===== src/verilog/cnn_pkg.sv =====
package cnn_pkg;
	localparam int PIX_W = 8;
	localparam int WT_W = 16;
	localparam int K_TAPS = 9;
	localparam int KWORD_W = K_TAPS * WT_W;
	localparam int ROM_DEPTH = 76;
	localparam int KADDR_W = 7;
	localparam int PROD_W = PIX_W + WT_W + 1;	// pixel gets a zero sign bit
	localparam int ACC_W = 28;
	localparam int OUT_W = 16;
	localparam int SHIFT_W = 4;
	localparam int IMG_W = 8;
	localparam int COL_W = $clog2(IMG_W);
	localparam int AXI_AW = 5;
	localparam int AXI_DW = 32;

	// saturation bounds of a signed 16-bit result
	localparam logic signed [ACC_W-1:0] SAT_HI = 32767;
	localparam logic signed [ACC_W-1:0] SAT_LO = -32768;

	localparam logic [AXI_AW-1:0] REG_KSEL_A = 5'h00;
	localparam logic [AXI_AW-1:0] REG_KSEL_B = 5'h04;
	localparam logic [AXI_AW-1:0] REG_SHIFT = 5'h08;
	localparam logic [AXI_AW-1:0] REG_CTRL = 5'h0c;	// bit 0 clears frame
	localparam logic [AXI_AW-1:0] REG_COUNT = 5'h10;	// read only

	localparam logic [1:0] RESP_OKAY = 2'b00;
	localparam logic [1:0] RESP_SLVERR = 2'b10;
endpackage


===== src/verilog/window_buf.sv =====
`timescale 1ns/1ns

module window_buf (
	input  logic clk,
	input  logic reset,
	input  logic frame_clear,
	input  logic stall,
	input  logic pix_valid,
	input  logic [cnn_pkg::PIX_W-1:0] pix_data,
	output logic [cnn_pkg::K_TAPS*cnn_pkg::PIX_W-1:0] win,
	output logic win_valid
);
	import cnn_pkg::*;

	logic [PIX_W-1:0] line1 [IMG_W];	// previous row
	logic [PIX_W-1:0] line2 [IMG_W];	// row before that
	logic [PIX_W-1:0] tap1;
	logic [PIX_W-1:0] tap2;
	logic [PIX_W-1:0] w [3][3];	// [row][col], row 0 oldest, col 2 newest
	logic [COL_W-1:0] col;
	logic [1:0] row;	// saturates at 2
	logic take;

	assign take = pix_valid && !stall;
	assign tap1 = line1[col];
	assign tap2 = line2[col];

	always_ff @(posedge clk) begin
		if (take) begin
			line1[col] <= pix_data;
			line2[col] <= tap1;
		end
	end

	always_ff @(posedge clk) begin
		if (take) begin
			for (int r = 0; r < 3; r++) begin
				w[r][0] <= w[r][1];
				w[r][1] <= w[r][2];
			end
			w[0][2] <= tap2;
			w[1][2] <= tap1;
			w[2][2] <= pix_data;
		end
	end

	// tap index is row*3 + col
	always_comb begin
		for (int r = 0; r < 3; r++) begin
			for (int c = 0; c < 3; c++) begin
				win[(r*3+c)*PIX_W +: PIX_W] = w[r][c];
			end
		end
	end

	always_ff @(posedge clk) begin
		if (reset || frame_clear) begin
			col <= '0;
			row <= '0;
		end else if (take) begin
			if (col == COL_W'(IMG_W-1)) begin
				col <= '0;
				if (row != 2'd2)
					row <= row + 2'd1;
			end else begin
				col <= col + 1'b1;
			end
		end
	end

	always_ff @(posedge clk) begin
		if (reset)
			win_valid <= 1'b0;
		else if (!stall)
			win_valid <= take && col >= COL_W'(2) && row == 2'd2;	// no padding
	end

endmodule


===== config.mk =====
export PLATFORM = sky130hd
export DESIGN_NAME = window_buf
export DESIGN_NICKNAME = d
export VERILOG_FILES = /design/src/verilog/cnn_pkg.sv /design/src/verilog/window_buf.sv
export SDC_FILE = /design/constraint.sdc
export NUM_CORES = 1
export LEC_CHECK = 0
export ABC_AREA = 1
export BUFFER_PORTS_ARGS = -buffer_cell sky130_fd_sc_hd__clkbuf_2
export CORE_UTILIZATION = 58
export CTS_CLUSTER_DIAMETER = 50
export DETAILED_ROUTE_END_ITERATION = 10
export MAX_ROUTING_LAYER = met4
export PLACE_DENSITY = 0.79
export SLEW_MARGIN = 20
export SYNTH_ARGS = -nofsm -noshare
export SYNTH_HDL_FRONTEND = slang
export SYNTH_SLANG_ARGS = --single-unit

===== constraint.sdc =====
create_clock -name clk -period 4.89 [get_ports clk]
set_clock_uncertainty 0.2 [all_clocks]
set_input_delay 0.489 -clock clk [delete_from_list [all_inputs] [get_ports clk]]
set_output_delay 0.489 -clock clk [all_outputs]
set_load 0.05 [all_outputs]

Word level (Yosys, flattened, before mapping)
Memories as Yosys holds them, arrays and structs flattened. A register that Yosys moved wholly into a read port is not among the register bits.
Cells that the tools add are included.

storage, ports and cells
  output and inout port bits = 73
  memories kept = 3
  bits in registers = 6
  bits in writable memories = 200
  logic and storage cells = 25

operators by class
  reduce and logical (&&, ||, !) cells = 6
  eq/ne operators = 3
  magnitude comparators = 1
  mux-type cells = 7
  $add $sub $neg = 2

memories
  memory  depth  width  read ports  clocked after Yosys merged registers in  write ports  line              RTL
  w       3      24     3           0                                        3            window_buf.sv:19  logic [PIX_W-1:0] w [3][3];
  line1   8      8      1           1                                        1            window_buf.sv:15  logic [PIX_W-1:0] line1 [IMG_W];
  line2   8      8      1           1                                        1            window_buf.sv:16  logic [PIX_W-1:0] line2 [IMG_W];

operator list
  operator               number
  $mux W3                5
  $add A3 B1 Y3 const B  1
  $eq A3 B3 Y1 const B   1
  $ge A3 B2 Y1 const B   1
  $logic_and A1 B1 Y1    3
  $reduce_and A3 Y1      1
  $add A2 B1 Y2 const B  1
  $eq A2 B2 Y1 const B   1
  $mux W1                2
  $ne A2 B2 Y1 const B   1
  $logic_not A1 Y1       1
  $logic_or A1 B1 Y1     1

Depth between registers and ports, before layout
Gate-level depths: netlist of run 1.

  word-level depth = 4
  mapped depth = 8
  gate-level depth less buffers = 8

Worst setup path after synthesis of run 1
No wires, ideal clock.

  kind = in2reg
  start point = input port stall
  end point = memory line1[1][0], enable pin
  cell stages on the path = 5
  setup slack = 1.050 ns
  arrival time = 3.252 ns
  path buffers = 0
  cells stage by stage = inv_1 -> nand2_1 -> inv_1 -> nand2_1 -> nor2_1

on the way
  word-level cells in the longest chain between the ends = 4

RTL lines
  what                           line              RTL
  start: declaration             window_buf.sv:7   input logic stall,
  $logic_not A1 Y1               --
  $logic_and A1 B1 Y1            window_buf.sv:24  assign take = pix_valid && !stall;
  named net take                 window_buf.sv:22  logic take;
  $mux W1                        window_buf.sv:29  if (take) begin
  $mux W1 (implied by the code)  window_buf.sv:30  line1[col] <= pix_data;
  end: declaration               window_buf.sv:15

The timed path passes the listed nets, and every way through them passes these cells.

==> results of run 1 <==
-- path summary, 6_finish.rpt --
check	startpoint	endpoint	slack, ns	cells after the start
setup / recovery	register	line2[1][6]$_DFFE_PP_	2.52	7
hold / removal	stall	win_valid$_SDFFE_PP0N_	0.04	3
setup reg to reg	register	line2[1][6]$_DFFE_PP_	2.52	7
hold reg to reg	w[0][62]$_DFFE_PP_	w[0][70]$_DFFE_PP_	0.24	0
-- kinds of logic (layout without fill, tap and decap cells) --
group / after synthesis / count (layout)
buffers and inverters: 162 / 273
AO/OA/AOI/OAI: 6 / 6
flip-flops: 209 / 209
adder cells (fa/ha/maj): 4 / 4
AND/OR/NAND/NOR: 303 / 303
-- registers in the layout (all words and copies together), names as in the netlist, named ones only --
name and cells:
col 3, line1 64, line2 64, row 2
w 72, win_valid 1
-- worst max-delay path: cells and delay by family, from the launching register on --
family | cells | cell delay (ns)
buffers and inverters | 3 | 1.03
DFF | 1 | 0.30
and+or+nand+nor | 4 | 0.50
-- Yosys cell counts --
| cell type | count | area, sq um |
|---|---|---|
| sky130_fd_sc_hd__nand3_1 | 65 | 325.3 |
| sky130_fd_sc_hd__buf_4 | 4 | 30.03 |
| sky130_fd_sc_hd__a21oi_1 | 4 | 20.02 |
| sky130_fd_sc_hd__inv_2 | 1 | 3.750 |
| sky130_fd_sc_hd__o21ai_0 | 2 | 10.01 |
| sky130_fd_sc_hd__edfxtp_1 | 200 | 6006 |
| sky130_fd_sc_hd__buf_2 | 12 | 60.06 |
| sky130_fd_sc_hd__inv_1 | 138 | 518.0 |
| sky130_fd_sc_hd__buf_6 | 7 | 78.83 |
| sky130_fd_sc_hd__ha_1 | 4 | 50.05 |
| sky130_fd_sc_hd__nor2_1 | 15 | 56.30 |
| sky130_fd_sc_hd__nand2_1 | 221 | 829.6 |
| sky130_fd_sc_hd__or2_2 | 2 | 12.51 |
| sky130_fd_sc_hd__dfxtp_1 | 9 | 180.2 |
-- layout by cell type, fill, tap and decap left out, types with 3 or more instances in the layout --
master,synthesis,routed
sky130_fd_sc_hd__nand2_1,221,221
sky130_fd_sc_hd__edfxtp_1,200,200
sky130_fd_sc_hd__inv_1,138,137
sky130_fd_sc_hd__clkbuf_2,0,85
sky130_fd_sc_hd__nand3_1,65,65
sky130_fd_sc_hd__clkbuf_16,0,21
sky130_fd_sc_hd__nor2_1,15,14
sky130_fd_sc_hd__clkinv_2,0,11
sky130_fd_sc_hd__buf_4,4,11
sky130_fd_sc_hd__dfxtp_1,9,8
sky130_fd_sc_hd__a21oi_1,4,4
sky130_fd_sc_hd__ha_1,4,4
sky130_fd_sc_hd__clkbuf_8,0,3
-- power by group through the flow --
| stage | Sequential (W) | Clock [W] | Combinational, W |
|---|---|---|---|
| 2_1_floorplan | 0.00216 | 0 | 0.0000843 |
| 3_3_place_gp | 0.00207 | 0 | 0.000234 |
| 3_5_place_dp | 0.00207 | 0 | 0.000240 |
| 4_1_cts | 0.00203 | 0.00148 | 0.000242 |
| 5_1_grt | 0.00204 | 0.00155 | 0.000259 |
| 6_report | 0.00203 | 0.00146 | 0.000240 |
-- repair_timing --
action | in CTS | in global routing
hold buffers | 1 | 0
endpoints found under the hold margin | 1 | 0
resized for setup | 0 | 0
setup endpoints to repair | 0 | 0
-- layer usage --
metal	global-route usage	up-vias	wire (um)
li1	-	2379	-
met1	0.2748	2385	6166
met2	0.3660	210	7524
met3	0.03349	54	963
met4	0.09954	0	535
met5	-	-	0
-- through the flow --
step                      cell area [sq um]  setup WS, ns  hold slack, ns
after global routing                   9392         2.392         0.05754
final                                  9392         2.519         0.04155
after floorplan                        8180         1.050          0.2592
after global placement                 8750         2.595          0.2278
after CTS                              9392         2.558         0.02531
after detailed placement               8750         2.553          0.2314
-- area by class of cell --
cell class,instances,area [sq um],area share
sequential,209,6187,0.6588
multi-input combinational,313,1306,0.1391
clock buffer,26,574.3,0.06115
inverter,139,523.0,0.05569
timing repair buffer,97,518.0,0.05516
tap,180,225.2,0.02398
clock inverter,11,57.56,0.006128
==> parameters.txt, run 1 <==
Parameter                              Value

Setup path
  Worst path slowest cell    sky130_fd_sc_hd__buf_4
  CP most frequent cell    sky130_fd_sc_hd__nand2_1
  CP Class    reg -> reg
  Worst-path cell chain    buf_4 > inv_1 > buf_4 > nand3_1 > nand2_1 > nand2_1 > nand2_1
  CP endpoint kind    register
  Maximum fanout along the worst path    33
  Data required time of the worst path    4.84 ns
  Crit start category    register
  Data arrival at the endpoint of the critical path    2.32 ns
  Biggest cell delay along the critical path    0.36 ns

Placement
  Placed wire-length estimate after detailed placement    9080 um
  Total of buffers placed on input and output ports    85
  Routability cong.    0.8627
  Cell Count Post-Placement    937

Clock network
  Latest clock arrival within the worst-skew pair    0.48 ns
  Total clock sinks    209
  Clock transition time at the flip-flop clock pins of the worst setup and hold paths    0.06 ns
  Inserted Clock Buffers    21
  Number of levels the H-tree was split into    1
  Post-CTS Setup Bufs    0
  TritonCTS clock tree    done
  Clk Tree Root Cell    sky130_fd_sc_hd__clkbuf_16
  Clock Path Buffers    3

Routing
  Number of vias in the routed layout    5028
  Final wirelength    15190 um
  Remaining number of nets flagged by the antenna check after routing    0
  Via density    5.157
  First-pass iteration count of the detailed router    5
  Post-route DRC    0
  Final routed wire length divided by cell count    15.58 um
  Number of design-rule violations left by the first detailed-router iteration    423

GRT
  Largest net degree at the start of global routing    76
  Global-route wire length before repair    24050 um
  Overall overflow remaining after global route    0
  Number of antenna violations at the first check in global routing    0
  All-Layer GR Usage    0.2222
  Via count of the first global-routing pass    4939

Synthesis
  Post-synthesis sequential area ratio    0.7562
  Simple-gate area share of the yosys netlist    0.1496
  Fraction of the mapped netlist area in compound gates    0.003671
  Syn Std Cell Area    0.008180 sq mm
  Post-synth net total    701
  Dominant combinational cell family by area after synthesis    simple AND/OR/NAND/NOR gates
  Post-synthesis adder-cell area fraction    0.006118
  Total of warnings raised by yosys    0
  Xor/xnor share of the synthesized area    0
  Per-instance average area after synthesis    11.96 sq um
  Syn Inst Count    684
  Mux contribution to synthesized area    0
  Flop and latch count out of synthesis    209
  Number of unique standard cell types used by synthesis    14

Worst hold path
  Type of the worst min-delay path    in -> reg

Pwr
  Areal power density over the cells    397.1 mW/mm^2
  Register share of total power    0.545
  Net Sw Frac    0.2238
  Maximum VDD drop    0.2234 mV
  Relative contribution of combinational cells to total power    0.064
  Internal cell power    0.002894 W
  Switching power total    0.0008345 W
  Overall power after layout    0.003729 W
  Leakage power total    4.100 nW
  Portion of total power attributed to the clock network    0.391

Cells and area
  Fin nets    798
  Area growth, synth to finish    14.81%
  Fraction of final layout cells with drive strength greater than 1    0.1723
  Count of inserted antenna diode cells    0
  Filler cell count    945
  Share of the core filled with cells    0.6792
  Non-filler cells, final    975

STA
  Setup tns final    0 ns
  Hold violation count in the final report    0
  Actual slew at the worst max-slew pin    1.070 ns
  Final Cycle Share    0.4848
  Tmin final    2.371 ns
  FMAX    421.8 MHz
  # setup viols final    0
  Setup repair after global routing missed its margin    no
  Final number of max-transition violations    0
  Slew headroom    0.2866

Floorplan
  Floorplan die height    120.8 um
  Die Outline Area    0.01458 sq mm
  Core region area    0.01383 sq mm
  Ports placed on the boundary    86
  Die Wd    120.8 um
  Initial Util    0.5916
  Number of standard-cell rows in the floorplan    43

Run status
  Result of the run    completed

Job
  Number of max-cap violations    0
Power figures use the tool's default switching activity.
==> run 2, diff against run 1 <==
Clock period 4.89 ns to 2.2 ns, I/O delays scaled along.
==> run 2 against run 1 <==
Sequential power rose by 120%. Clock power rose by 130%. Combinational power rose by 140%. Non-clock buffer count rose by 16. Clock-buffer cell count fell by 3. Setup slack got worse by 2.4 ns. Largest cell class unchanged. Largest power group unchanged.
==> parameters.txt, run 2 (synthesis results as in run 1) <==
Parameter                              Value

Clock network
  Number of levels the H-tree was split into    1 (unchanged)
  Clk Tree Root Cell    sky130_fd_sc_hd__clkbuf_16
  TritonCTS clock tree    done
  Total clock sinks    209 (unchanged)
  Post-CTS Setup Bufs    0 (unchanged)
  Latest clock arrival within the worst-skew pair    0.49 ns (about the same)
  Clock Path Buffers    3 (unchanged)
  Inserted Clock Buffers    21 (unchanged)
  Clock transition time at the flip-flop clock pins of the worst setup and hold paths    0.06 ns (about the same)

STA
  Final Cycle Share    0.9357 (+0.4509)
  # setup viols final    0 (unchanged)
  Tmin final    2.059 ns (-0.3122 ns)
  Slew headroom    0.5400 (+0.2534)
  Final number of max-transition violations    0 (unchanged)
  Hold Slack    0.03455 ns (-0.007004 ns)
  Setup repair after global routing missed its margin    no
  Actual slew at the worst max-slew pin    0.6892 ns (-0.3809 ns)
  Hold violation count in the final report    0 (unchanged)
  FMAX    485.8 MHz (+15%)
  Setup tns final    0 ns (unchanged)

Floorplan
  Initial Util    0.5916 (unchanged)
  Die Outline Area    0.01458 sq mm (unchanged)
  Floorplan die height    120.8 um (unchanged)
  Ports placed on the boundary    86 (unchanged)
  Die Wd    120.8 um (unchanged)
  Core region area    0.01383 sq mm (unchanged)
  Number of standard-cell rows in the floorplan    43 (unchanged)

GRT
  Via count of the first global-routing pass    5001 (+1.3%)
  All-Layer GR Usage    0.2217 (-0.0004578)
  Global-route wire length before repair    23960 um (-0.40%)
  Largest net degree at the start of global routing    74 (-2.6%)
  Number of antenna violations at the first check in global routing    0 (unchanged)
  Overall overflow remaining after global route    0 (unchanged)

Pwr
  Maximum VDD drop    0.9105 mV (+310%)
  Leakage power total    4.206 nW (+2.6%)
  Areal power density over the cells    867.7 mW/mm^2 (+120%)

Placement
  Routability cong.    0.8182 (-5.2%)
  Cell Count Post-Placement    939 (+0.21%)
  Total of buffers placed on input and output ports    85 (unchanged)
  Placed wire-length estimate after detailed placement    9101 um (+0.23%)
  Placed Instance Area    0.008931 sq mm (+2.1%)

Worst hold path
  Type of the worst min-delay path    in -> reg
  Hold Path Origin    stall

Routing
  Final routed wire length divided by cell count    15.64 um (+0.43%)
  Number of design-rule violations left by the first detailed-router iteration    443 (+4.7%)
  Remaining number of nets flagged by the antenna check after routing    0 (unchanged)
  Final wirelength    15500 um (+2.1%)
  Post-route DRC    0 (unchanged)
  Number of vias in the routed layout    5069 (+0.82%)
  First-pass iteration count of the detailed router    5 (unchanged)
  Via density    5.115 (-0.81%)

Cells and area
  Top register by number of flip-flops    w
  Area of the multi-input gates    0.001395 sq mm (+6.8%)
  Largest register FFs    72 (unchanged)
  Most frequent cells in the layout    218 x sky130_fd_sc_hd__nand2_1, 200 x sky130_fd_sc_hd__edfxtp_1, 136 x sky130_fd_sc_hd__inv_1
  Sequential Area    0.006187 sq mm (unchanged)
  Fin area    0.009759 sq mm (+3.9%)
  Fraction of final layout cells with drive strength greater than 1    0.1788 (+0.006465)
  Share of the core filled with cells    0.7058 (+0.02660)
  Filler cell count    916 (-3.1%)
  Top Registers    w x72, line1 x64, line2 x64
  Fin nets    814 (+2.0%)
  Commonest non-fill, non-tap cell in the layout    sky130_fd_sc_hd__nand2_1
  Area growth, synth to finish    19.30%
  Count of inserted antenna diode cells    0 (unchanged)
  Non-filler cells, final    991 (+1.6%)

Setup path
  CP Class    reg -> reg
  Beginning of the worst register-to-register path    col[1]$_SDFFE_PP0P_
  Worst path slowest cell    sky130_fd_sc_hd__dlygate4sd3_1
  CP most frequent cell    sky130_fd_sc_hd__nand2_1
  Data arrival at the endpoint of the critical path    2.23 ns (-0.09 ns)
  Biggest cell delay along the critical path    0.54 ns (+0.18 ns)
  Maximum fanout along the worst path    7 (-79%)
  Data required time of the worst path    2.37 ns (-2.47 ns)
  Launching element of the worst setup path    col[1]$_SDFFE_PP0P_
  CP endpoint kind    register
  Worst-path cell chain    ha_1 > ha_1 > nand2_1 > nor2_1 > nand2_1 > nand2_1 > nor2_1 > dlygate4sd3_1
  Dominant delay contributor by cell family on the critical path    buffers and inverters
  Number of buffers and inverters on the critical path    1 (-2)
  Crit start category    register

Job
  Number of max-cap violations    0 (unchanged)

Run status
  Result of the run    completed
[run 2: per-layer routing]
metal	vias to the layer above	share of wire	global-route usage
met5	-	0	-
met2	198	0.51	0.3797
met1	2418	0.40	0.2617
li1	2417	-	-
met3	36	0.065	0.03585
met4	0	0.025	0.09336
[run 2: power breakdown]
part           internal [W]  switching (W)  total, W
Clock               0.00199        0.00139   0.00337
Sequential          0.00448      0.0000324   0.00451
Combinational      0.000127       0.000452  0.000579
Total               0.00659        0.00187   0.00847
[run 2: area by class of cell]
type | count | share of cell area
Tap cell | 180 | 0.02308
Inverter | 139 | 0.05513
Clock inverter | 14 | 0.01256
Multi-Input combinational cell | 313 | 0.1429
Sequential cell | 209 | 0.6340
Clock buffer | 23 | 0.05462
Timing Repair Buffer | 113 | 0.07769
[run 2: tightest hold or removal path: cells and delay by family]
kind	cells	cell delay (ns)
and+or+nand+nor	2	0.17
AOI/OAI and AO/OA	1	0.06
buffers and inverters	2	0.22
[run 2: path summary, 6_finish.rpt]
| check | end | slack (ns) | cells after the start |
|---|---|---|---|
| max reg2reg | row[0]$_SDFFE_PP0P_ | 0.14 | 8 |
| min reg2reg | w[0][15]$_DFFE_PP_ | 0.24 | 0 |
| max | row[0]$_SDFFE_PP0P_ | 0.14 | 8 |
| min | register | 0.03 | 5 |
[run 2: stage by stage]
step	power (W)	worst slack (ns)
floorplan	0.004999	-0.1380
global placement	0.005136	0.2672
detailed placement	0.005152	0.2074
CTS	0.008506	0.1294
global route	0.008718	0.004647
finish	0.008468	0.1414
[run 2: timing repair]
item	CTS	global route
endpoints found under the setup margin	0	1
resized for setup	0	1
hold buffers	14	0
endpoints found under the hold margin	81	0
==> run 3, diff against run 2 <==
Settings changed: BUFFER_PORTS_ARGS -buffer_cell sky130_fd_sc_hd__clkbuf_2 to -buffer_cell sky130_fd_sc_hd__buf_4.
==> run 3 against run 2 <==
The flow now finishes with violations (hold timing). Sequential cell count unchanged. Sequential share of layout area fell by 1.6 points. Setup slack got worse by 0.029 ns. Power increased by 5.4%. Clock-buffer cell count rose by 5. Largest cell class unchanged.
==> parameters.txt, run 3 (synthesis results as in run 1) <==
Parameter                              Value

Clock network
  TritonCTS clock tree    done
  Post-CTS Setup Bufs    0 (unchanged)
  Inserted Clock Buffers    25 (+19%)
  Clock Path Buffers    3 (unchanged)
  Number of levels the H-tree was split into    1 (unchanged)
  Latest clock arrival within the worst-skew pair    0.50 ns (about the same)
  Total clock sinks    209 (unchanged)
  Clk Tree Root Cell    sky130_fd_sc_hd__clkbuf_16
  Clock transition time at the flip-flop clock pins of the worst setup and hold paths    0.06 ns (about the same)

Setup path
  Worst-path cell chain    ha_1 > ha_1 > nand2_1 > nor2_2 > nand2_1 > nand2_1 > nor2_1 > dlygate4sd3_1
  Worst flop-to-flop path endpoint    row[1]$_SDFFE_PP0P_
  R2R setup slack    0.11 ns (-0.03 ns)
  Dominant delay contributor by cell family on the critical path    buffers and inverters
  CP Class    reg -> reg
  Beginning of the worst register-to-register path    col[1]$_SDFFE_PP0P_
  Crit start category    register
  R2R cell count    8 (unchanged)
  Number of buffers and inverters on the critical path    1 (unchanged)
  Data required time of the worst path    2.38 ns (about the same)
  Biggest cell delay along the critical path    0.55 ns (about the same)
  CP most frequent cell    sky130_fd_sc_hd__nand2_1
  Worst path slowest cell    sky130_fd_sc_hd__dlygate4sd3_1
  Maximum fanout along the worst path    7 (unchanged)
  Data arrival at the endpoint of the critical path    2.27 ns (+0.04 ns)
  CP endpoint kind    register

Pwr
  Maximum VDD drop    0.5685 mV (-38%)
  Leakage power total    4.295 nW (+2.1%)
  Relative contribution of combinational cells to total power    0.069 (about the same)
  Internal cell power    0.006953 W (+5.4%)
  Register share of total power    0.507 (-0.026)
  Portion of total power attributed to the clock network    0.425 (+0.027)
  Areal power density over the cells    891.1 mW/mm^2 (+2.7%)
  Net Sw Frac    0.2210 (-0.0002664)
  Switching power total    0.001972 W (+5.3%)

STA
  Setup repair after global routing missed its margin    no
  FMAX    479.0 MHz (-1.4%)
  Hold Slack    -0.002358 ns (-0.03690 ns)
  Slew headroom    0.5646 (+0.02460)
  # setup viols final    0 (unchanged)
  Actual slew at the worst max-slew pin    0.6531 ns (-0.03614 ns)
  Post-route worst setup slack    0.1122 ns (-0.02925 ns)
  Final number of max-transition violations    0 (unchanged)
  Tmin final    2.088 ns (+0.02925 ns)
  Hold violation count in the final report    1 (+1)
  Final Cycle Share    0.9490 (+0.01330)

Floorplan
  Floorplan die height    120.8 um (unchanged)
  Die Outline Area    0.01458 sq mm (unchanged)
  Ports placed on the boundary    86 (unchanged)
  Number of standard-cell rows in the floorplan    43 (unchanged)
  Die Wd    120.8 um (unchanged)
  Initial Util    0.5916 (unchanged)
  Core region area    0.01383 sq mm (unchanged)

Routing
  Number of design-rule violations left by the first detailed-router iteration    465 (+5.0%)
  Via density    5.182 (+1.3%)
  Remaining number of nets flagged by the antenna check after routing    0 (unchanged)
  Post-route DRC    0 (unchanged)
  Final routed wire length divided by cell count    16.24 um (+3.8%)
  Final wirelength    16180 um (+4.3%)
  First-pass iteration count of the detailed router    5 (unchanged)
  Number of vias in the routed layout    5161 (+1.8%)

Cells and area
  Fin area    0.01002 sq mm (+2.6%)
  Fin nets    819 (+0.61%)
  Largest register FFs    72 (unchanged)
  Fraction of final layout cells with drive strength greater than 1    0.1863 (+0.007483)
  Sequential Area    0.006187 sq mm (unchanged)
  Filler cell count    874 (-4.6%)
  Top Registers    w x72, line1 x64, line2 x64
  Top register by number of flip-flops    w
  Most frequent cells in the layout    218 x sky130_fd_sc_hd__nand2_1, 200 x sky130_fd_sc_hd__edfxtp_1, 136 x sky130_fd_sc_hd__inv_1
  Commonest non-fill, non-tap cell in the layout    sky130_fd_sc_hd__nand2_1
  Count of inserted antenna diode cells    0 (unchanged)
  Area growth, synth to finish    22.44%
  Area of the multi-input gates    0.001398 sq mm (+0.18%)

GRT
  All-Layer GR Usage    0.2361 (+0.01439)
  Global-route wire length before repair    25530 um (+6.6%)
  Via count of the first global-routing pass    5265 (+5.3%)
  Number of antenna violations at the first check in global routing    0 (unchanged)
  Overall overflow remaining after global route    0 (unchanged)
  Largest net degree at the start of global routing    51 (-31%)

Run status
  Failing checks    hold timing
  Result of the run    finished, violations left

Worst hold path
  Hold Path Depth    6 (+1)
  Hold Path Origin    stall
  WHS Endpoint    row[0]$_SDFFE_PP0P_
  Type of the worst min-delay path    in -> reg

Placement
  Placed wire-length estimate after detailed placement    9473 um (+4.1%)
  Worst setup timing slack at the placement stage    0.3673 ns (+0.1599 ns)
  Total of buffers placed on input and output ports    85 (unchanged)
  Routability cong.    0.7906 (-3.4%)
  Placed Instance Area    0.009109 sq mm (+2.0%)

Job
  Number of max-cap violations    0 (unchanged)
run 3: worst min-delay path, stage by stage:
cell and delay, ns:
sky130_fd_sc_hd__buf_4 0.13, sky130_fd_sc_hd__inv_12 0.04, sky130_fd_sc_hd__nand2_8 0.07, sky130_fd_sc_hd__nor2_2 0.05, sky130_fd_sc_hd__nor2_1 0.08, sky130_fd_sc_hd__nor2_1 0.05
run 3: cell type report:
| type | instances | area share |
|---|---|---|
| Sequential cell | 209 | 0.6177 |
| Multi-Input combinational cell | 313 | 0.1395 |
| Timing Repair Buffer | 114 | 0.09019 |
| Clock buffer | 28 | 0.06358 |
| Inverter | 139 | 0.05372 |
| Tap cell | 180 | 0.02249 |
| Clock inverter | 13 | 0.01274 |
run 3: per-stage QoR:
step                      setup TNS, ns  utilization  hold slack (ns)  power, W  cells
after global placement                0       0.6588           0.1848  0.005173    941
after global routing                  0       0.7244         0.005355  0.009158    996
final                                 0       0.7244        -0.002358  0.008925    996
after CTS                             0       0.7242          0.01590  0.008975    996
after floorplan                  -14.43            -          0.08907  0.004999    684
after detailed placement              0       0.6588           0.2014  0.005197    941
run 3: layer usage:
metal	vias to the layer above	wire length, um	track usage
li1	2431	-	-
met1	2419	5898	0.2719
met2	253	8523	0.4142
met3	58	1280	0.03915
met4	0	473	0.09259
met5	-	0	-
run 3: how the worst max path moves through the flow:
stage | start | to | cells after the start
floorplan | stall | line1[1][0]$_DFFE_PP_ | 5
global placement | register | w[0][30]$_DFFE_PP_ | 6
detailed placement | register | w[0][30]$_DFFE_PP_ | 6
CTS | col[1]$_SDFFE_PP0P_ | row[1]$_SDFFE_PP0P_ | 8
global route | col[1]$_SDFFE_PP0P_ | row[1]$_SDFFE_PP0P_ | 8
finish | col[1]$_SDFFE_PP0P_ | row[1]$_SDFFE_PP0P_ | 8
run 3: what timing repair did:
item,CTS,global route
hold buffers,14,0
endpoints found under the hold margin,81,0
setup endpoints to repair,0,1
gates resized for setup,0,1
run 3: power groups by stage:
stage / clock (W) / sequential (W) / combinational (W)
2_1_floorplan: 0 / 0.00480 / 0.000200
3_3_place_gp: 0 / 0.00460 / 0.000576
3_5_place_dp: 0 / 0.00460 / 0.000593
4_1_cts: 0.00384 / 0.00452 / 0.000614
5_1_grt: 0.00397 / 0.00453 / 0.000655
6_report: 0.00379 / 0.00452 / 0.000613
